$ cat src/source/hc_adder_pkg.sv
/* shared types for the 64-bit hybrid prefix adder
   width is fixed here, DATA_W must be a power of two multiple of GROUP_W */

package hc_adder_pkg;

   // ----------------------------------------------------------------------
   // sizes
   // ----------------------------------------------------------------------

   localparam int DATA_W  = 64;   // operand width
   localparam int GROUP_W = 4;    // brent-kung group size

   // two brent-kung levels build groups of four
   localparam int BK_LEVELS = 2;

   // kogge-stone spans the groups, log2 of the group count
   localparam int KS_LEVELS = $clog2(DATA_W / GROUP_W);

   localparam int PREFIX_LEVELS = BK_LEVELS + KS_LEVELS;

   // ----------------------------------------------------------------------
   // packed types
   // ----------------------------------------------------------------------

   // adder input, 129 bits
   typedef struct packed {
      logic [DATA_W-1:0] a;
      logic [DATA_W-1:0] b;
      logic              cin;
   } operand_t;

   // adder output, 65 bits
   typedef struct packed {
      logic [DATA_W-1:0] sum;
      logic              cout;
   } result_t;

   // generate/propagate per prefix column
   // column 0 is the carry-in (g = cin, p = 0), column c holds operand bit c-1
   typedef struct packed {
      logic [DATA_W-1:0] g;
      logic [DATA_W-1:0] p;
   } gp_vec_t;

   // top operand bit, shifted out of the prefix columns
   typedef struct packed {
      logic g;
      logic p;
   } top_gp_t;

endpackage
$ cat src/source/hc_adder_top.sv
/* 64-bit hybrid brent-kung / kogge-stone adder, 2 cycle latency
   one operand per cycle, no back-pressure, results leave in order */

`timescale 1ns/10ps

module hc_adder_top import hc_adder_pkg::*; (
   input  logic     clk,
   input  logic     rst_n,
   input  logic     in_valid,
   input  operand_t operand,
   output logic     out_valid,
   output result_t  result
);

   operand_t op_q;
   logic     valid_q;

   gp_vec_t  level_gp [PREFIX_LEVELS+1];   // [0] from pg_generate, last into fixup
   top_gp_t  msb_gp;
   result_t  sum_d;

   // ----------------------------------------------------------------------
   // input register
   // ----------------------------------------------------------------------

   always_ff @(posedge clk) begin
      if (!rst_n) begin
         valid_q <= 1'b0;
      end else begin
         valid_q <= in_valid;
      end
   end

   always_ff @(posedge clk) begin
      if (in_valid) begin
         op_q <= operand;   // holds while idle
      end
   end

   // ----------------------------------------------------------------------
   // generate/propagate
   // ----------------------------------------------------------------------

   pg_generate i_pg_generate (
      .operand (op_q),
      .gp      (level_gp[0]),
      .msb_gp  (msb_gp)
   );

   // ----------------------------------------------------------------------
   // prefix tree
   // ----------------------------------------------------------------------

   // first BK_LEVELS levels build groups, stride doubles with the distance
   // remaining levels stay at group stride and double the distance only
   for (genvar k = 0; k < PREFIX_LEVELS; k++) begin : g_level
      localparam int DIST   = 2 ** k;
      localparam int STRIDE = (2 * DIST < GROUP_W) ? 2 * DIST : GROUP_W;

      prefix_stage #(
         .DIST   (DIST),
         .STRIDE (STRIDE)
      ) i_prefix_stage (
         .gp_in  (level_gp[k]),
         .gp_out (level_gp[k+1])
      );
   end

   // ----------------------------------------------------------------------
   // fix-up and output register
   // ----------------------------------------------------------------------

   carry_fixup i_carry_fixup (
      .tree_gp (level_gp[PREFIX_LEVELS]),
      .base_gp (level_gp[0]),
      .msb_gp  (msb_gp),
      .result  (sum_d)
   );

   always_ff @(posedge clk) begin
      if (!rst_n) begin
         out_valid <= 1'b0;
         result    <= '0;
      end else begin
         out_valid <= valid_q;
         if (valid_q) begin
            result <= sum_d;   // keeps last sum on idle cycles
         end
      end
   end

endmodule

$ cat src/source/carry_fixup.sv
/* completes the carries the sparse tree leaves out and forms the sum
   expects tree_gp to have every column 4j+3 complete down to column 0
   tied to GROUP_W = 4 with two brent-kung levels */

`timescale 1ns/10ps

module carry_fixup import hc_adder_pkg::*; (
   input  gp_vec_t tree_gp,    // after the last prefix level
   input  gp_vec_t base_gp,    // straight from pg_generate
   input  top_gp_t msb_gp,
   output result_t result
);

   localparam int N_GROUPS = DATA_W / GROUP_W;

   // carry[i] is the carry into operand bit i, i.e. G over columns i..0
   logic [DATA_W-1:0] carry;
   logic [DATA_W-1:0] op_p;    // propagate of operand bits, realigned

   // ----------------------------------------------------------------------
   // carry completion
   // ----------------------------------------------------------------------

   always_comb begin
      // columns 0, 1 and every 4j+3 are already final
      carry = tree_gp.g;

      // rank 1
      // column 4j+1 holds its level-1 pair, extend with 4j-1
      for (int j = 1; j < N_GROUPS; j++) begin
         carry[GROUP_W*j + 1] = tree_gp.g[GROUP_W*j + 1]
                              | (tree_gp.p[GROUP_W*j + 1] & tree_gp.g[GROUP_W*j - 1]);
      end

      // rank 2
      // even columns take one bit on top of the carry below
      for (int j = 1; j < N_GROUPS; j++) begin
         carry[GROUP_W*j] = base_gp.g[GROUP_W*j]
                          | (base_gp.p[GROUP_W*j] & tree_gp.g[GROUP_W*j - 1]);
      end
      for (int j = 0; j < N_GROUPS; j++) begin
         carry[GROUP_W*j + 2] = base_gp.g[GROUP_W*j + 2]
                              | (base_gp.p[GROUP_W*j + 2] & carry[GROUP_W*j + 1]);
      end
   end

   // ----------------------------------------------------------------------
   // sum and carry-out
   // ----------------------------------------------------------------------

   // column i+1 holds operand bit i, msb comes in separately
   assign op_p = {msb_gp.p, base_gp.p[DATA_W-1:1]};

   assign result.sum  = op_p ^ carry;
   assign result.cout = msb_gp.g | (msb_gp.p & carry[DATA_W-1]);

endmodule

$ cat src/source/prefix_stage.sv
/* one level of the prefix tree, combinational
   a column is active when (c+1) is a multiple of STRIDE and c >= DIST
   DIST must be below DATA_W and STRIDE must be nonzero */

`timescale 1ns/10ps

module prefix_stage import hc_adder_pkg::*; #(
   parameter int DIST   = 1,
   parameter int STRIDE = 2
) (
   input  gp_vec_t gp_in,
   output gp_vec_t gp_out
);

   // ----------------------------------------------------------------------
   // active column mask, fixed at elaboration
   // ----------------------------------------------------------------------

   function automatic logic [DATA_W-1:0] active_mask();
      logic [DATA_W-1:0] mask;
      mask = '0;
      for (int c = DIST; c < DATA_W; c++) begin
         mask[c] = ((c + 1) % STRIDE) == 0;
      end
      return mask;
   endfunction

   localparam logic [DATA_W-1:0] ACTIVE = active_mask();

   // ----------------------------------------------------------------------
   // prefix operator
   // ----------------------------------------------------------------------

   // upper span (c) over lower span (c-DIST):
   //   g = g_hi | p_hi & g_lo
   //   p = p_hi & p_lo
   always_comb begin
      gp_out = gp_in;   // idle columns copy through
      for (int c = DIST; c < DATA_W; c++) begin
         if (ACTIVE[c]) begin
            gp_out.g[c] = gp_in.g[c] | (gp_in.p[c] & gp_in.g[c - DIST]);
            gp_out.p[c] = gp_in.p[c] & gp_in.p[c - DIST];
         end
      end
   end

endmodule

$ cat src/source/pg_generate.sv
/* per-bit generate and propagate, purely combinational
   columns are shifted up by one so column 0 carries cin */

`timescale 1ns/10ps

module pg_generate import hc_adder_pkg::*; (
   input  operand_t operand,
   output gp_vec_t  gp,
   output top_gp_t  msb_gp
);

   logic [DATA_W-1:0] bit_g;
   logic [DATA_W-1:0] bit_p;

   // ----------------------------------------------------------------------
   // bitwise terms
   // ----------------------------------------------------------------------

   assign bit_g = operand.a & operand.b;   // carry made here
   assign bit_p = operand.a ^ operand.b;   // carry passed through

   // ----------------------------------------------------------------------
   // column mapping
   // ----------------------------------------------------------------------

   // cin sits below bit 0 as a pure generate
   assign gp.g = {bit_g[DATA_W-2:0], operand.cin};
   assign gp.p = {bit_p[DATA_W-2:0], 1'b0};

   // msb falls off the top of the column range
   // only needed for its own sum bit and the carry-out
   assign msb_gp.g = bit_g[DATA_W-1];
   assign msb_gp.p = bit_p[DATA_W-1];

endmodule

$ cat config.mk
export PLATFORM = sky130hd
export DESIGN_NAME = hc_adder_top
export DESIGN_NICKNAME = d
export VERILOG_FILES = /design/src/source/hc_adder_pkg.sv /design/src/source/hc_adder_top.sv /design/src/source/carry_fixup.sv /design/src/source/prefix_stage.sv /design/src/source/pg_generate.sv
export SDC_FILE = /design/constraint.sdc
export NUM_CORES = 1
export LEC_CHECK = 0
export BUFFER_PORTS_ARGS = -buffer_cell sky130_fd_sc_hd__buf_2
export CAP_MARGIN = 10
export CORE_ASPECT_RATIO = 1.2
export CORE_UTILIZATION = 38
export DETAILED_ROUTE_END_ITERATION = 8
export GPL_ROUTABILITY_DRIVEN = 0
export GPL_TIMING_DRIVEN = 0
export PLACE_DENSITY = 0.66
export RECOVER_POWER = 50
export SYNTH_ARGS = -nofsm -noshare
export SYNTH_HDL_FRONTEND = slang
export SYNTH_SLANG_ARGS = --single-unit
$ cat constraint.sdc
create_clock -name clk -period 9.9 [get_ports clk]
set_input_delay 2.475 -clock clk [delete_from_list [all_inputs] [get_ports clk]]
set_output_delay 2.475 -clock clk [all_outputs]
set_load 0.005 [all_outputs]
==> run summary <==
The flow ran to the end, but the final reports show violations. The final reports fail on capacitance limit, slew limit. Root cell of the clock tree: sky130_fd_sc_hd__clkbuf_16.

The run gives 1 as the number of violations of the max-capacitance limit. Summed over all nets, the half-perimeter wirelength after detailed placement is 14860 µm. For the total of warnings raised by yosys, the log shows 0. The critical path starts at in_valid. In this run the critical register-to-register path is captured at result[59]$_SDFFE_PN0P_.

Final instance area: 10990 µm². After detailed routing, the total wire length is 19660 µm. TritonCTS built the clock tree.

In this run, CTS created clock tree buffers numbering 17. The most frequent standard cell in the layout excluding fill and tap cells is sky130_fd_sc_hd__buf_2. The final hold violation count was 0; the global-route usage over all layers was 16.58%.

Relative to the synthesized area, the layout overhead comes to 21.46%. The worst slew margin relative to its limit was -107.4%. 198 I/O pins were placed. Setup repair after global routing left no endpoint under its margin. The run gives 0 as the post-CTS repair timing setup buffer count. The cell family contributing the most delay on the critical path was buffers and inverters. No sink is reached through more buffers than the 2 on the longest clock path.

In the final design database the tool counted 1107 nets. 0 antenna diodes ended up in the layout. The area of the core is 23280 µm², and the placement-stage cell area is 10460 µm².

Startpoint kind of the worst setup timing path: an input port. Cells fill 47.21% of the core in the end. The total setup violations reported at the end of the flow was 0. Hold timing on the final database bottoms out at a slack of 0.4768 ns.

The first global-routing pass estimated 29950 µm of wire. In this run the worst hold path is classified as reg2reg. Row generation in the floorplan step produced 61 rows. The most used flip-flop cell after synthesis is sky130_fd_sc_hd__edfxtp_1. Counting flops with an async set or reset pin after synthesis yields a share of 0%. The delay of the slowest cell on the worst path is 2.15 ns. The clock-pin transition on the worst setup and hold timing paths was 0.07 ns; the worst path buffer plus inverter count was 2. The die outline width works out to 142.9 µm.

For the routed via count, the log shows 5731. Traced cell by cell, the critical path runs through clkbuf_1, buf_16. The worst setup timing slack at the placement stage came out at 5.937 ns. The leakage power total was 0.004948 µW; the die area was 24440 µm². Summing every instance area after synthesis gives 9049 µm². In this run the number of H-tree levels came out at 4. In this run, distinct cell masters in the synthesized netlist total 41. Data on the critical path is required at its endpoint by 9.99 ns. In this run, the number of DRC markers left after iteration 0 of detailed routing was 232.

IR analysis of the VDD net gives a maximum drop of 0.0001074 V. Input and output buffers added on the ports amount to 196. The number of sinks on the clock net was 196. The worst setup path is captured at a register. The worst register-to-register path begins at op_q[1]$_DFFE_PP_. Once the floorplan was initialized, standard cells occupied 38.87% of the core. Setup slack on the critical path of the routed design comes to 4.923 ns. Measured along the y axis, the die boundary spans 171.0 µm.

The run gives 5.06 ns as the arrival time at the worst endpoint. The final-report max-slew violation count is 54, and the synthesized area per cell is 13.63 µm². For this design, the slowest cell found on the critical path is sky130_fd_sc_hd__clkbuf_1.

The run gives 891 as the post-synthesis net count. The capturing instance or port of the critical path was op_q[26]$_DFFE_PP_. Accumulated negative setup slack: 0 ns.

Counting buffers and inverters, the worst setup path is 2 cells deep. Dividing total power by cell area gives a power density of 182.1 nW/µm². The initial antenna violation count is 0, and the number of vias per cell is 4.744. The quantity of hold-fixing buffers added after cts is 0.

The number of gates resized after CTS was 0. Across the routed clock network, the largest skew measured is 0.01037 ns. In this run, synthesis produced a sequential element count of 196. For the maximum clock frequency, the log shows 200.9 MHz.

The slew of the pin with the lowest slew margin is 3.112 ns, and the worst-case reg-to-reg path depth is 14. The final critical-path share of the clock period is 50.27%, and the routed wire length per instance is 16.27 µm. In this run the register-to-register setup slack is 5.78 ns. The run gives 4 as the total iterations of the first detailed-routing run. The remaining number of nets flagged by the antenna check after routing was 0; the clock insertion delay at the later pin of the skew report was 0.44 ns. In the layout the commonest cells are 193 x sky130_fd_sc_hd__buf_2, 129 x sky130_fd_sc_hd__edfxtp_1, 67 x sky130_fd_sc_hd__dfxtp_1. The run gives 57.63% as the sequential element share of the synthesized area. The post-route netlist has 26.20% of its cells at a drive strength greater than 1. The final period demand of the worst path was 4.977 ns; the number of global-route vias before repair was 5762.

After technology mapping, the gate count stands at 664. For the total congestion overflow after global routing, the log shows 0. Entering global routing, the biggest net connects 78 pins. In the routed design, unresolved DRC markers number 0.

The number of enable flip-flop cells after synthesis was 129. Critical setup path kind: in2reg. The worst-path maximum fanout is 77.
[cell families (layout without fill, tap and decap cells)]
family	Yosys count	count (layout)	synth area share, %
multiplexers	31	31	3.429
AND/OR/NAND/NOR	116	116	6.471
buffers and inverters	71	300	2.945
AO/OA/AOI/OAI	124	124	10.65
adder cells (fa/ha/maj)	95	95	15.87
XOR/XNOR	31	31	3.001
flip-flops	196	196	57.63
[final cells by class]
| cell class | count | area (µm²) |
|---|---|---|
| buffer | 18 | 67.56 |
| tap | 315 | 394.1 |
| clock buffer | 17 | 425.4 |
| clock inverter | 15 | 121.4 |
| multi-input combinational | 397 | 3563 |
| fill | 2117 | 12290 |
| timing repair buffer | 197 | 1005 |
| inverter | 53 | 198.9 |
| sequential | 196 | 5215 |
[state kept, by name, summed over array words and instances, names as in the netlist]
register   flops
op_q         129
result        65
out_valid      1
valid_q        1
[power by group]
| part | internal (µW) | total, µW | switching, µW |
|---|---|---|---|
| logic | 175 | 371 | 195 |
| registers | 946 | 979 | 33.0 |
| clock network | 329 | 652 | 323 |
| total | 1450 | 2000 | 551 |
[synth_stat cells, drive strengths merged (2+ instances only)]
library cell	instances	area [µm²]
o21bai	4	30.03
o2111ai	2	23.77
and2	4	25.02
or2	3	18.77
a211oi	3	37.54
nand4	9	56.30
xnor2	31	271.5
a31o	2	17.52
nor2b	31	193.9
clkbuf	14	52.55
nor2	11	41.29
a31oi	7	43.79
nand2	45	168.9
a21oi	28	140.1
o21ai	14	77.58
o211ai	2	15.01
dfxtp	67	1341
buf	4	15.01
a21o	22	165.2
ha	62	775.7
inv	53	198.9
nand2b	5	31.28
edfxtp	129	3874
o211a	34	340.3
nand3	3	15.01
fa	33	660.6
mux2i	31	310.3
[through the flow]
step                      total power [µW]  cells
after floorplan                       1231    664
after global placement                1365   1175
after detailed placement              1374   1176
after CTS                             2032   1208
after global routing                  2108   1208
final                                 2002   1208
[worst min path at each step]
stage / endpoint / from / depth (start not counted) / slack (ns)
final: result[0]$_SDFFE_PN0P_ / result[0]$_SDFFE_PN0P_ / 1 / 0.48
after global routing: result[0]$_SDFFE_PN0P_ / result[0]$_SDFFE_PN0P_ / 1 / 0.49
after CTS: result[22]$_SDFFE_PN0P_ / result[22]$_SDFFE_PN0P_ / 1 / 0.48
after detailed placement: result[22]$_SDFFE_PN0P_ / result[22]$_SDFFE_PN0P_ / 1 / 0.46
after global placement: result[30]$_SDFFE_PN0P_ / result[30]$_SDFFE_PN0P_ / 1 / 0.46
after floorplan: result[0]$_SDFFE_PN0P_ / result[0]$_SDFFE_PN0P_ / 1 / 0.48
[per-layer routing]
| layer | GRT usage [%] | share of wire [%] | up-vias |
|---|---|---|---|
| li1 | - | - | 2825 |
| met1 | 19.60 | 42 | 2737 |
| met2 | 28.82 | 51 | 147 |
| met3 | 4.254 | 5.7 | 22 |
| met4 | 6.218 | 1.6 | 0 |
| met5 | 0 | 0 | - |
[worst register-to-register path, delay by kind of cell (launching register included)]
family | cells | cell delay, ns
compound gates | 6 | 1.99
fa+ha+maj | 2 | 0.86
simple gates | 3 | 0.58
flops | 1 | 0.32
xor+xnor | 1 | 0.17
mux | 1 | 0.09
buf+inv | 1 | 0.05
No activity file was read; power rests on OpenSTA's default activity.
